===== config.mk =====
export PLATFORM = sky130hd
export DESIGN_NAME = top_id
export DESIGN_NICKNAME = d
export VERILOG_FILES = /design/src/verilog/mips_isa_pkg.sv /design/src/verilog/id_ctrl_pkg.sv /design/src/verilog/instr_decoder.sv /design/src/verilog/main_control.sv /design/src/verilog/register_file.sv /design/src/verilog/branch_address_calculator.sv /design/src/verilog/id_ex_register.sv /design/src/verilog/top_id.sv
export SDC_FILE = /design/constraint.sdc
export NUM_CORES = 2
export LEC_CHECK = 0
export BUFFER_PORTS_ARGS = -buffer_cell sky130_fd_sc_hd__buf_4
export CAP_MARGIN = 30
export CORE_MARGIN = 4
export CORE_UTILIZATION = 55
export CTS_CLUSTER_DIAMETER = 150
export DETAILED_ROUTE_END_ITERATION = 10
export PLACE_DENSITY = 0.72
export SYNTH_ARGS = -nofsm -noshare
export SYNTH_HDL_FRONTEND = slang
export SYNTH_SLANG_ARGS = --single-unit

===== constraint.sdc =====
create_clock -name i_clock -period 6.3 [get_ports i_clock]
set_clock_uncertainty 0.1 [all_clocks]
set_input_delay 0.315 -clock i_clock [delete_from_list [all_inputs] [get_ports i_clock]]
set_output_delay 0.315 -clock i_clock [all_outputs]
set_load 0.1 [all_outputs]

===== src/verilog/mips_isa_pkg.sv =====
package mips_isa_pkg;

    // Register file geometry.
    localparam int NUM_REGS = 32;

    typedef logic [31:0] instr_t;
    typedef logic [31:0] word_t;
    typedef logic [4:0]  reg_addr_t;
    typedef logic [10:0] pc_addr_t;
    typedef logic [15:0] imm_t;
    typedef logic [25:0] jidx_t;
    typedef logic [5:0]  opcode_t;
    typedef logic [5:0]  funct_t;

    // Link register for JAL.
    localparam reg_addr_t REG_RA = 5'd31;

    //////////////////////////////////////////////////
    // Opcodes.
    localparam opcode_t OP_SPECIAL = 6'h00;
    localparam opcode_t OP_J       = 6'h02;
    localparam opcode_t OP_JAL     = 6'h03;
    localparam opcode_t OP_BEQ     = 6'h04;
    localparam opcode_t OP_BNE     = 6'h05;
    localparam opcode_t OP_ADDI    = 6'h08;
    localparam opcode_t OP_SLTI    = 6'h0a;
    localparam opcode_t OP_ANDI    = 6'h0c;
    localparam opcode_t OP_ORI     = 6'h0d;
    localparam opcode_t OP_XORI    = 6'h0e;
    localparam opcode_t OP_LUI     = 6'h0f;
    localparam opcode_t OP_LW      = 6'h23;
    localparam opcode_t OP_SW      = 6'h2b;

    //////////////////////////////////////////////////
    // Function codes of SPECIAL.
    localparam funct_t FN_SLL  = 6'h00;
    localparam funct_t FN_SRL  = 6'h02;
    localparam funct_t FN_SRA  = 6'h03;
    localparam funct_t FN_JR   = 6'h08;
    localparam funct_t FN_JALR = 6'h09;
    localparam funct_t FN_ADD  = 6'h20;
    localparam funct_t FN_SUB  = 6'h22;
    localparam funct_t FN_AND  = 6'h24;
    localparam funct_t FN_OR   = 6'h25;
    localparam funct_t FN_XOR  = 6'h26;
    localparam funct_t FN_NOR  = 6'h27;
    localparam funct_t FN_SLT  = 6'h2a;

endpackage


===== src/verilog/id_ctrl_pkg.sv =====
package id_ctrl_pkg;

    // ALUOp from the main control.
    typedef logic [1:0] alu_op_t;

    localparam alu_op_t ALUOP_ADD   = 2'b00;
    localparam alu_op_t ALUOP_SUB   = 2'b01;
    localparam alu_op_t ALUOP_FUNCT = 2'b10;
    localparam alu_op_t ALUOP_IMM   = 2'b11;

    // Operation code seen by the execute stage ALU.
    typedef logic [3:0] alu_ctrl_t;

    localparam alu_ctrl_t ALU_ADD = 4'h0;
    localparam alu_ctrl_t ALU_SUB = 4'h1;
    localparam alu_ctrl_t ALU_AND = 4'h2;
    localparam alu_ctrl_t ALU_OR  = 4'h3;
    localparam alu_ctrl_t ALU_XOR = 4'h4;
    localparam alu_ctrl_t ALU_NOR = 4'h5;
    localparam alu_ctrl_t ALU_SLT = 4'h6;
    localparam alu_ctrl_t ALU_SLL = 4'h7;
    localparam alu_ctrl_t ALU_SRL = 4'h8;
    localparam alu_ctrl_t ALU_SRA = 4'h9;
    localparam alu_ctrl_t ALU_LUI = 4'ha;

    // Kind of control transfer resolved in decode.
    typedef enum logic [2:0] {
        BR_NONE, BR_BEQ, BR_BNE, BR_J, BR_JAL, BR_JR, BR_JALR
    } branch_kind_t;

endpackage


===== src/verilog/instr_decoder.sv =====
`timescale 1ns/100ps

module instr_decoder
    import mips_isa_pkg::*;
    import id_ctrl_pkg::*;
(
    input  instr_t       i_instruction,
    output opcode_t      o_opcode,
    output funct_t       o_funct,
    output reg_addr_t    o_rs,
    output reg_addr_t    o_rt,
    output reg_addr_t    o_rd,
    output logic [4:0]   o_shamt,
    output word_t        o_imm_ext,
    output jidx_t        o_jidx,
    output branch_kind_t o_branch_kind
);

    imm_t imm_raw;

    assign o_opcode = i_instruction[31:26];
    assign o_rs     = i_instruction[25:21];
    assign o_rt     = i_instruction[20:16];
    assign o_rd     = i_instruction[15:11];
    assign o_shamt  = i_instruction[10:6];
    assign o_funct  = i_instruction[5:0];
    assign o_jidx   = i_instruction[25:0];
    assign imm_raw  = i_instruction[15:0];

    // Logical immediates are zero extended.
    always_comb begin
        if (o_opcode == OP_ANDI || o_opcode == OP_ORI || o_opcode == OP_XORI) begin
            o_imm_ext = {16'h0000, imm_raw};
        end else begin
            o_imm_ext = {{16{imm_raw[15]}}, imm_raw};
        end
    end

    always_comb begin
        case (o_opcode)
            OP_BEQ:     o_branch_kind = BR_BEQ;
            OP_BNE:     o_branch_kind = BR_BNE;
            OP_J:       o_branch_kind = BR_J;
            OP_JAL:     o_branch_kind = BR_JAL;
            OP_SPECIAL: begin
                if (o_funct == FN_JR) begin
                    o_branch_kind = BR_JR;
                end else if (o_funct == FN_JALR) begin
                    o_branch_kind = BR_JALR;
                end else begin
                    o_branch_kind = BR_NONE;
                end
            end
            default:    o_branch_kind = BR_NONE;
        endcase
    end

endmodule


===== src/verilog/main_control.sv =====
`timescale 1ns/100ps

module main_control
    import mips_isa_pkg::*;
    import id_ctrl_pkg::*;
(
    input  opcode_t   i_opcode,
    input  funct_t    i_funct,
    output logic      o_reg_dst,
    output logic      o_reg_write,
    output logic      o_alu_src,
    output logic      o_mem_read,
    output logic      o_mem_write,
    output logic      o_mem_to_reg,
    output logic      o_link,
    output alu_op_t   o_alu_op,
    output alu_ctrl_t o_alu_ctrl
);

    //////////////////////////////////////////////////
    // Main decode table.
    always_comb begin
        o_reg_dst    = 1'b0;
        o_reg_write  = 1'b0;
        o_alu_src    = 1'b0;
        o_mem_read   = 1'b0;
        o_mem_write  = 1'b0;
        o_mem_to_reg = 1'b0;
        o_link       = 1'b0;
        o_alu_op     = ALUOP_ADD;
        case (i_opcode)
            OP_SPECIAL: begin
                o_alu_op = ALUOP_FUNCT;
                if (i_funct != FN_JR) begin
                    o_reg_dst   = 1'b1;
                    o_reg_write = 1'b1;
                    o_link      = (i_funct == FN_JALR);
                end
            end
            OP_LW: begin
                o_alu_src    = 1'b1;
                o_mem_read   = 1'b1;
                o_mem_to_reg = 1'b1;
                o_reg_write  = 1'b1;
            end
            OP_SW: begin
                o_alu_src   = 1'b1;
                o_mem_write = 1'b1;
            end
            OP_ADDI: begin
                o_alu_src   = 1'b1;
                o_reg_write = 1'b1;
            end
            OP_SLTI, OP_ANDI, OP_ORI, OP_XORI, OP_LUI: begin
                o_alu_src   = 1'b1;
                o_reg_write = 1'b1;
                o_alu_op    = ALUOP_IMM;
            end
            OP_JAL: begin
                o_reg_write = 1'b1;
                o_link      = 1'b1;
            end
            OP_BEQ, OP_BNE: o_alu_op = ALUOP_SUB;
            // J and unknown opcodes write nothing.
            default: ;
        endcase
    end

    //////////////////////////////////////////////////
    // ALU control table.
    always_comb begin
        o_alu_ctrl = ALU_ADD;
        case (o_alu_op)
            ALUOP_SUB:   o_alu_ctrl = ALU_SUB;
            ALUOP_FUNCT: begin
                case (i_funct)
                    FN_SLL:  o_alu_ctrl = ALU_SLL;
                    FN_SRL:  o_alu_ctrl = ALU_SRL;
                    FN_SRA:  o_alu_ctrl = ALU_SRA;
                    FN_ADD:  o_alu_ctrl = ALU_ADD;
                    FN_SUB:  o_alu_ctrl = ALU_SUB;
                    FN_AND:  o_alu_ctrl = ALU_AND;
                    FN_OR:   o_alu_ctrl = ALU_OR;
                    FN_XOR:  o_alu_ctrl = ALU_XOR;
                    FN_NOR:  o_alu_ctrl = ALU_NOR;
                    FN_SLT:  o_alu_ctrl = ALU_SLT;
                    default: o_alu_ctrl = ALU_ADD; // JR and JALR pass through
                endcase
            end
            ALUOP_IMM: begin
                case (i_opcode)
                    OP_SLTI: o_alu_ctrl = ALU_SLT;
                    OP_ANDI: o_alu_ctrl = ALU_AND;
                    OP_ORI:  o_alu_ctrl = ALU_OR;
                    OP_XORI: o_alu_ctrl = ALU_XOR;
                    OP_LUI:  o_alu_ctrl = ALU_LUI;
                    default: o_alu_ctrl = ALU_ADD;
                endcase
            end
            default:     o_alu_ctrl = ALU_ADD;
        endcase
    end

    // A memory access is a load or a store, never both.
    a_mem_excl: assert final (!(o_mem_read && o_mem_write));

endmodule


===== src/verilog/register_file.sv =====
`timescale 1ns/100ps

module register_file
    import mips_isa_pkg::*;
(
    input  logic      i_clock,
    input  logic      i_rst_n,
    input  reg_addr_t i_rd_addr_a,
    input  reg_addr_t i_rd_addr_b,
    input  logic      i_wr_en,
    input  reg_addr_t i_wr_addr,
    input  word_t     i_wr_data,
    output word_t     o_rd_data_a,
    output word_t     o_rd_data_b
);

    word_t regs [NUM_REGS];

    // Register 0 is hardwired and a pending write wins over the array.
    function automatic word_t read_port(input reg_addr_t addr);
        word_t data;
        if (addr == '0) begin
            data = '0;
        end else if (i_wr_en && (i_wr_addr == addr)) begin
            data = i_wr_data;
        end else begin
            data = regs[addr];
        end
        return data;
    endfunction

    always_ff @(posedge i_clock) begin
        if (!i_rst_n) begin
            for (int i = 0; i < NUM_REGS; i++) begin
                regs[i] <= '0;
            end
        end else if (i_wr_en && (i_wr_addr != '0)) begin
            regs[i_wr_addr] <= i_wr_data;
        end
    end

    assign o_rd_data_a = read_port(i_rd_addr_a);
    assign o_rd_data_b = read_port(i_rd_addr_b);

    //////////////////////////////////////////////////
    // Zero register holds even under a write to it.
    a_zero_reg: assert property (@(posedge i_clock) disable iff (!i_rst_n)
        ((i_rd_addr_a == '0) |-> (o_rd_data_a == '0)) and
        ((i_rd_addr_b == '0) |-> (o_rd_data_b == '0)));

endmodule


===== src/verilog/branch_address_calculator.sv =====
`timescale 1ns/100ps

module branch_address_calculator
    import mips_isa_pkg::*;
    import id_ctrl_pkg::*;
(
    input  branch_kind_t i_branch_kind,
    input  pc_addr_t     i_pc_plus1,
    input  word_t        i_data_a,
    input  word_t        i_data_b,
    input  word_t        i_imm_ext,
    input  jidx_t        i_jidx,
    output logic         o_branch_taken,
    output pc_addr_t     o_branch_target
);

    logic     operands_equal;
    pc_addr_t rel_target;

    assign operands_equal = (i_data_a == i_data_b);

    // Relative offset wraps within the word address space.
    assign rel_target = i_pc_plus1 + i_imm_ext[10:0];

    always_comb begin
        o_branch_taken  = 1'b0;
        o_branch_target = '0;
        case (i_branch_kind)
            BR_BEQ: begin
                o_branch_taken  = operands_equal;
                o_branch_target = operands_equal ? rel_target : '0;
            end
            BR_BNE: begin
                o_branch_taken  = !operands_equal;
                o_branch_target = operands_equal ? '0 : rel_target;
            end
            BR_J, BR_JAL: begin
                o_branch_taken  = 1'b1;
                o_branch_target = i_jidx[10:0];
            end
            BR_JR, BR_JALR: begin
                o_branch_taken  = 1'b1;
                o_branch_target = i_data_a[10:0];
            end
            default: ;
        endcase
    end

endmodule


===== src/verilog/id_ex_register.sv =====
`timescale 1ns/100ps

module id_ex_register
    import mips_isa_pkg::*;
    import id_ctrl_pkg::*;
(
    input  logic       i_clock,
    input  logic       i_rst_n,
    input  word_t      i_data_a,
    input  word_t      i_data_b,
    input  word_t      i_imm_ext,
    input  logic [4:0] i_shamt,
    input  reg_addr_t  i_rs,
    input  reg_addr_t  i_rt,
    input  reg_addr_t  i_rd,
    input  logic       i_reg_dst,
    input  logic       i_reg_write,
    input  logic       i_alu_src,
    input  logic       i_mem_read,
    input  logic       i_mem_write,
    input  logic       i_mem_to_reg,
    input  logic       i_link,
    input  alu_op_t    i_alu_op,
    input  alu_ctrl_t  i_alu_ctrl,
    output word_t      o_ex_data_a,
    output word_t      o_ex_data_b,
    output word_t      o_ex_imm_ext,
    output logic [4:0] o_ex_shamt,
    output reg_addr_t  o_ex_rs,
    output reg_addr_t  o_ex_rt,
    output reg_addr_t  o_ex_wr_reg,
    output logic       o_ex_reg_write,
    output logic       o_ex_alu_src,
    output logic       o_ex_mem_read,
    output logic       o_ex_mem_write,
    output logic       o_ex_mem_to_reg,
    output logic       o_ex_link,
    output alu_op_t    o_ex_alu_op,
    output alu_ctrl_t  o_ex_alu_ctrl
);

    reg_addr_t wr_reg;

    // JALR keeps rd as its destination.
    assign wr_reg = i_reg_dst ? i_rd : (i_link ? REG_RA : i_rt);

    always_ff @(posedge i_clock) begin
        if (!i_rst_n) begin
            o_ex_data_a     <= '0;
            o_ex_data_b     <= '0;
            o_ex_imm_ext    <= '0;
            o_ex_shamt      <= '0;
            o_ex_rs         <= '0;
            o_ex_rt         <= '0;
            o_ex_wr_reg     <= '0;
            o_ex_reg_write  <= 1'b0;
            o_ex_alu_src    <= 1'b0;
            o_ex_mem_read   <= 1'b0;
            o_ex_mem_write  <= 1'b0;
            o_ex_mem_to_reg <= 1'b0;
            o_ex_link       <= 1'b0;
            o_ex_alu_op     <= ALUOP_ADD;
            o_ex_alu_ctrl   <= ALU_ADD;
        end else begin
            o_ex_data_a     <= i_data_a;
            o_ex_data_b     <= i_data_b;
            o_ex_imm_ext    <= i_imm_ext;
            o_ex_shamt      <= i_shamt;
            o_ex_rs         <= i_rs;
            o_ex_rt         <= i_rt;
            o_ex_wr_reg     <= wr_reg;
            o_ex_reg_write  <= i_reg_write;
            o_ex_alu_src    <= i_alu_src;
            o_ex_mem_read   <= i_mem_read;
            o_ex_mem_write  <= i_mem_write;
            o_ex_mem_to_reg <= i_mem_to_reg;
            o_ex_link       <= i_link;
            o_ex_alu_op     <= i_alu_op;
            o_ex_alu_ctrl   <= i_alu_ctrl;
        end
    end

    // No write reaches execute right after reset.
    a_rst_quiet: assert property (@(posedge i_clock) !i_rst_n |=>
        !(o_ex_reg_write || o_ex_mem_read || o_ex_mem_write || o_ex_mem_to_reg));

endmodule


===== src/verilog/top_id.sv =====
`timescale 1ns/100ps

module top_id
    import mips_isa_pkg::*;
    import id_ctrl_pkg::*;
(
    input  logic       i_clock,
    input  logic       i_rst_n,
    input  instr_t     i_instruction,
    input  pc_addr_t   i_pc_plus1,
    input  logic       i_wb_en,
    input  reg_addr_t  i_wb_addr,
    input  word_t      i_wb_data,
    output logic       o_branch_taken,
    output pc_addr_t   o_branch_target,
    output word_t      o_ex_data_a,
    output word_t      o_ex_data_b,
    output word_t      o_ex_imm_ext,
    output logic [4:0] o_ex_shamt,
    output reg_addr_t  o_ex_rs,
    output reg_addr_t  o_ex_rt,
    output reg_addr_t  o_ex_wr_reg,
    output logic       o_ex_reg_write,
    output logic       o_ex_alu_src,
    output logic       o_ex_mem_read,
    output logic       o_ex_mem_write,
    output logic       o_ex_mem_to_reg,
    output logic       o_ex_link,
    output alu_op_t    o_ex_alu_op,
    output alu_ctrl_t  o_ex_alu_ctrl
);

    opcode_t      opcode;
    funct_t       funct;
    reg_addr_t    rs;
    reg_addr_t    rt;
    reg_addr_t    rd;
    logic [4:0]   shamt;
    word_t        imm_ext;
    jidx_t        jidx;
    branch_kind_t branch_kind;
    word_t        data_a;
    word_t        data_b;

    // Control bundle.
    logic      reg_dst;
    logic      reg_write;
    logic      alu_src;
    logic      mem_read;
    logic      mem_write;
    logic      mem_to_reg;
    logic      link;
    alu_op_t   alu_op;
    alu_ctrl_t alu_ctrl;

    //////////////////////////////////////////////////
    instr_decoder u_instr_decoder (
        .i_instruction (i_instruction),
        .o_opcode      (opcode),
        .o_funct       (funct),
        .o_rs          (rs),
        .o_rt          (rt),
        .o_rd          (rd),
        .o_shamt       (shamt),
        .o_imm_ext     (imm_ext),
        .o_jidx        (jidx),
        .o_branch_kind (branch_kind)
    );

    register_file u_register_file (
        .i_clock     (i_clock),
        .i_rst_n     (i_rst_n),
        .i_rd_addr_a (rs),
        .i_rd_addr_b (rt),
        .i_wr_en     (i_wb_en),
        .i_wr_addr   (i_wb_addr),
        .i_wr_data   (i_wb_data),
        .o_rd_data_a (data_a),
        .o_rd_data_b (data_b)
    );

    branch_address_calculator u_branch_address_calculator (
        .i_branch_kind   (branch_kind),
        .i_pc_plus1      (i_pc_plus1),
        .i_data_a        (data_a),
        .i_data_b        (data_b),
        .i_imm_ext       (imm_ext),
        .i_jidx          (jidx),
        .o_branch_taken  (o_branch_taken),
        .o_branch_target (o_branch_target)
    );

    main_control u_main_control (
        .i_opcode     (opcode),
        .i_funct      (funct),
        .o_reg_dst    (reg_dst),
        .o_reg_write  (reg_write),
        .o_alu_src    (alu_src),
        .o_mem_read   (mem_read),
        .o_mem_write  (mem_write),
        .o_mem_to_reg (mem_to_reg),
        .o_link       (link),
        .o_alu_op     (alu_op),
        .o_alu_ctrl   (alu_ctrl)
    );

    //////////////////////////////////////////////////
    id_ex_register u_id_ex_register (
        .i_clock         (i_clock),
        .i_rst_n         (i_rst_n),
        .i_data_a        (data_a),
        .i_data_b        (data_b),
        .i_imm_ext       (imm_ext),
        .i_shamt         (shamt),
        .i_rs            (rs),
        .i_rt            (rt),
        .i_rd            (rd),
        .i_reg_dst       (reg_dst),
        .i_reg_write     (reg_write),
        .i_alu_src       (alu_src),
        .i_mem_read      (mem_read),
        .i_mem_write     (mem_write),
        .i_mem_to_reg    (mem_to_reg),
        .i_link          (link),
        .i_alu_op        (alu_op),
        .i_alu_ctrl      (alu_ctrl),
        .o_ex_data_a     (o_ex_data_a),
        .o_ex_data_b     (o_ex_data_b),
        .o_ex_imm_ext    (o_ex_imm_ext),
        .o_ex_shamt      (o_ex_shamt),
        .o_ex_rs         (o_ex_rs),
        .o_ex_rt         (o_ex_rt),
        .o_ex_wr_reg     (o_ex_wr_reg),
        .o_ex_reg_write  (o_ex_reg_write),
        .o_ex_alu_src    (o_ex_alu_src),
        .o_ex_mem_read   (o_ex_mem_read),
        .o_ex_mem_write  (o_ex_mem_write),
        .o_ex_mem_to_reg (o_ex_mem_to_reg),
        .o_ex_link       (o_ex_link),
        .o_ex_alu_op     (o_ex_alu_op),
        .o_ex_alu_ctrl   (o_ex_alu_ctrl)
    );

endmodule


==> impl_metrics.yaml <==
run_status:
  run_status: "completed"
layout:
  largest-register: "u_register_file.regs"
  largest_reg_flops: 1024
  finalNetCount: 4592
  layout_common_cells: "1024 x edfxtp_1, 1004 x and2_1, 431 x mux4_2"
  final_common_cell: "edfxtp_1"
  areaGrowthSynthToFinish_pct: 12.4
  drive_above_1_share: 0.256
  largest_registers: "u_register_file.regs (1024), u_id_ex_register.o_ex_data_a (32), u_id_ex_register.o_ex_data_b (32)"
logic_synthesis:
  synthArstFlopShare: 0
  synthDistinctLibCells: 97
  syn-instance-count: 4346
  netlist.area_leader.share: 0.509
  syn-cell-area_um2: 60500
  netlist_top_cells_area: "edfxtp_1 51%, mux4_2 16%, and2_1 10%"
  synth_seq_cells: 1131
  syn_area_per_cell_um2: 13.9
  ys_warn_count: 0
  synth_ff_type: "edfxtp_1"
  synth_edf_count: 1024
  synth_largest_area_cell: "edfxtp_1"
  seq_area_frac_synth: 0.544
power:
  vdd_drop_max_uv: 279
  p_int_mw: 13.7
  pwr-share-seq: 0.464
  fin_total_pwr_mw: 19.1
  sw_frac_of_total: 0.283
  power.share.clock: 0.372
  combinationalPowerShare: 0.165
  p_switching_mw: 5.39
  power_density_nw_per_um2: 280
  p_leak_nw: 24.4
detailed_routing:
  firstDrtPassIters: 8
  num_vias: 43000
  viasPerCell: 7.14
  drt-total-wl_mm: 226
  antenna_left: 0
  drt_iter0_markers: 7700
  drc: 0
  routedWlPerCell_um: 37.6
min_path:
  worstHoldEndpoint: "u_register_file.regs[12][4]"
  min_path_type: "in -> reg"
  hp-start: "i_wb_data[4]"
  hold_depth: 2
floorplan:
  fp.dieW_um: 340
  die-area_um2: 115000
  pin_count: 223
  fp-row-count: 121
  die_h_um: 340
  core_um2: 109000
  start_util: 0.555
clock_tree:
  cts_hold_buf: 29
  clock-sinks: 1131
  htreeDepth: 3
  cts_buffers: 119
  clockBufferDepth: 3
  cts-root-buf: "clkbuf_16"
  post_cts_buffers: 0
  clk-insertion-delay-late_ps: 730
  cts.reportedPaths.clkPinSlew_ps: 70
  ctsResizeCount: 0
  cts_tree: "yes"
critical_path:
  r2r-end: "u_id_ex_register.o_ex_data_b[5]"
  worstPathCellList: "buf_4 > nand2b_1 > buf_4 > o22ai_1 > a2111oi_2 > nor3_1 > nor3_1 > xor2_1 > nand4_1 > nor4_1 > buf_4 > nand4b_1 > buf_4 > mux2_4 > o221ai_2 > buf_4"
  crit_type: "in -> out"
  max_stage_delay_ps: 860
  cp-end-kind: "output pin"
  slowest_stage: "nand2b_1"
  cp-start-kind: "primary input"
  worst-path-buf-inv: 5
  path_max_fanout: 25
  rrSetupSlack_ps: 3600
  crit_path_frequent_cell: "buf_4"
  cp.required_ps: 5880
  reg2reg_from: "u_register_file.regs[29][5]"
  reg2reg_depth: 5
  worstPathArrival_ps: 5860
  crit_family: "simple AND/OR/NAND/NOR gates"
place:
  pre_cts_ws_ps: 467
  port_buffers: 222
  gp_congestion: 1.03
  dp_hpwl_mm: 143
sta:
  worst_slew_pin_slew_ps: 1150
  finalHoldViolations: 0
  slew_headroom: 0.233
  fin_crit_ps: 6280
  period_share: 0.996
  fin_setup_tns_ps: 0
  finalWorstSetupSlack_ps: 22.2
  max_freq_mhz: 159
  slew_viol_final: 0
  rsz0062_at_grt: "no"
  setup_viol: 0
job:
  maxCapViolations: 0
global_route:
  grt_pass1_wl_mm: 314
  track_usage: 0.385
  grt_pass1_vias: 42000
  antenna_found_initial: 20
  grt_overflow: 0
  grt_start_max_net_pins: 61
[cell usage after synthesis (19+ instances only)]
cell type	number
nor4_1	19
edfxtp_1	1024
a211oi_1	19
dfxtp_1	107
nand2b_1	22
buf_4	56
xor2_1	19
buf_2	66
and2_1	1004
a221oi_1	29
o21ai_0	81
nor2b_1	19
mux4_2	431
nand3_1	74
a21oi_1	62
nand2_1	138
xnor2_1	31
o22ai_1	34
buf_6	45
clkbuf_1	261
a22oi_1	59
nor2_1	155
mux2i_1	215
nor3_1	72
[kinds of logic (layout without fill, tap and decap cells)]
kind of cell,after synthesis,after routing,synth area share
adder cells (fa/ha/maj),11,11,0.00240
buffers and inverters,477,700,0.0437
multiplexers,671,671,0.203
other,1,39,0.0000620
AO/OA/AOI/OAI,435,435,0.0514
XOR/XNOR,50,50,0.00724
flip-flops,1131,1131,0.544
AND/OR/NAND/NOR,1570,1570,0.149
[routing by layer]
metal / share of wire / vias to the layer above / track usage
li1: - / 16700 / -
met1: 0.34 / 21400 / 0.508
met3: 0.16 / 837 / 0.138
met5: 0.00026 / - / 0
met2: 0.43 / 4014 / 0.558
met4: 0.072 / 8 / 0.217
[worst max path at each step]
stage | from | end | slack (ps) | cells after the start
after detailed placement | i_instruction[16] | o_branch_target[5] | 470 | 16
after CTS | i_instruction[16] | o_branch_target[5] | 420 | 16
after global routing | i_instruction[16] | o_branch_target[5] | 110 | 16
final | i_instruction[23] | o_branch_target[8] | 20 | 16
after floorplan | i_instruction[17] | o_branch_target[2] | 1310 | 13
after global placement | i_instruction[16] | o_branch_target[8] | 380 | 16
[worst reg2reg max path: cells and delay by family (launching register included)]
family             cells  cell delay [ps]
AOI/OAI and AO/OA      2             1050
muxes                  1              570
DFF                    1              410
and+or+nand+nor        2              380
[power groups by stage]
| stage | Combinational (mW) | Clock, mW | Sequential, mW |
|---|---|---|---|
| 2_1_floorplan | 1.55 | 0 | 9.32 |
| 3_3_place_gp | 3.00 | 0 | 8.94 |
| 3_5_place_dp | 3.01 | 0 | 8.97 |
| 4_1_cts | 3.03 | 7.08 | 8.82 |
| 5_1_grt | 3.17 | 7.41 | 8.87 |
| 6_report | 3.14 | 7.09 | 8.83 |
[stage by stage]
step | instances | util | cell area (um2) | hold WS [ps]
after floorplan | 4377 | - | 60600 | 314
after global placement | 5762 | 0.585 | 63700 | 429
after detailed placement | 5762 | 0.585 | 63700 | 433
after CTS | 6014 | 0.623 | 67900 | 12.9
after global routing | 6014 | 0.623 | 67900 | 33.2
final | 6021 | 0.623 | 68000 | 41.9
[cell type report]
class                   instances  area [um2]
fillers                      8142       41000
diodes                          7        17.5
clock inverters                48         277
flip-flops and latches       1131       32900
inverters                      17        66.3
multi-input cells            2769       25500
repair buffers                460        3800
well taps                    1414        1770
clock buffers                 175        3640
No activity file was read; power rests on OpenSTA's default activity.
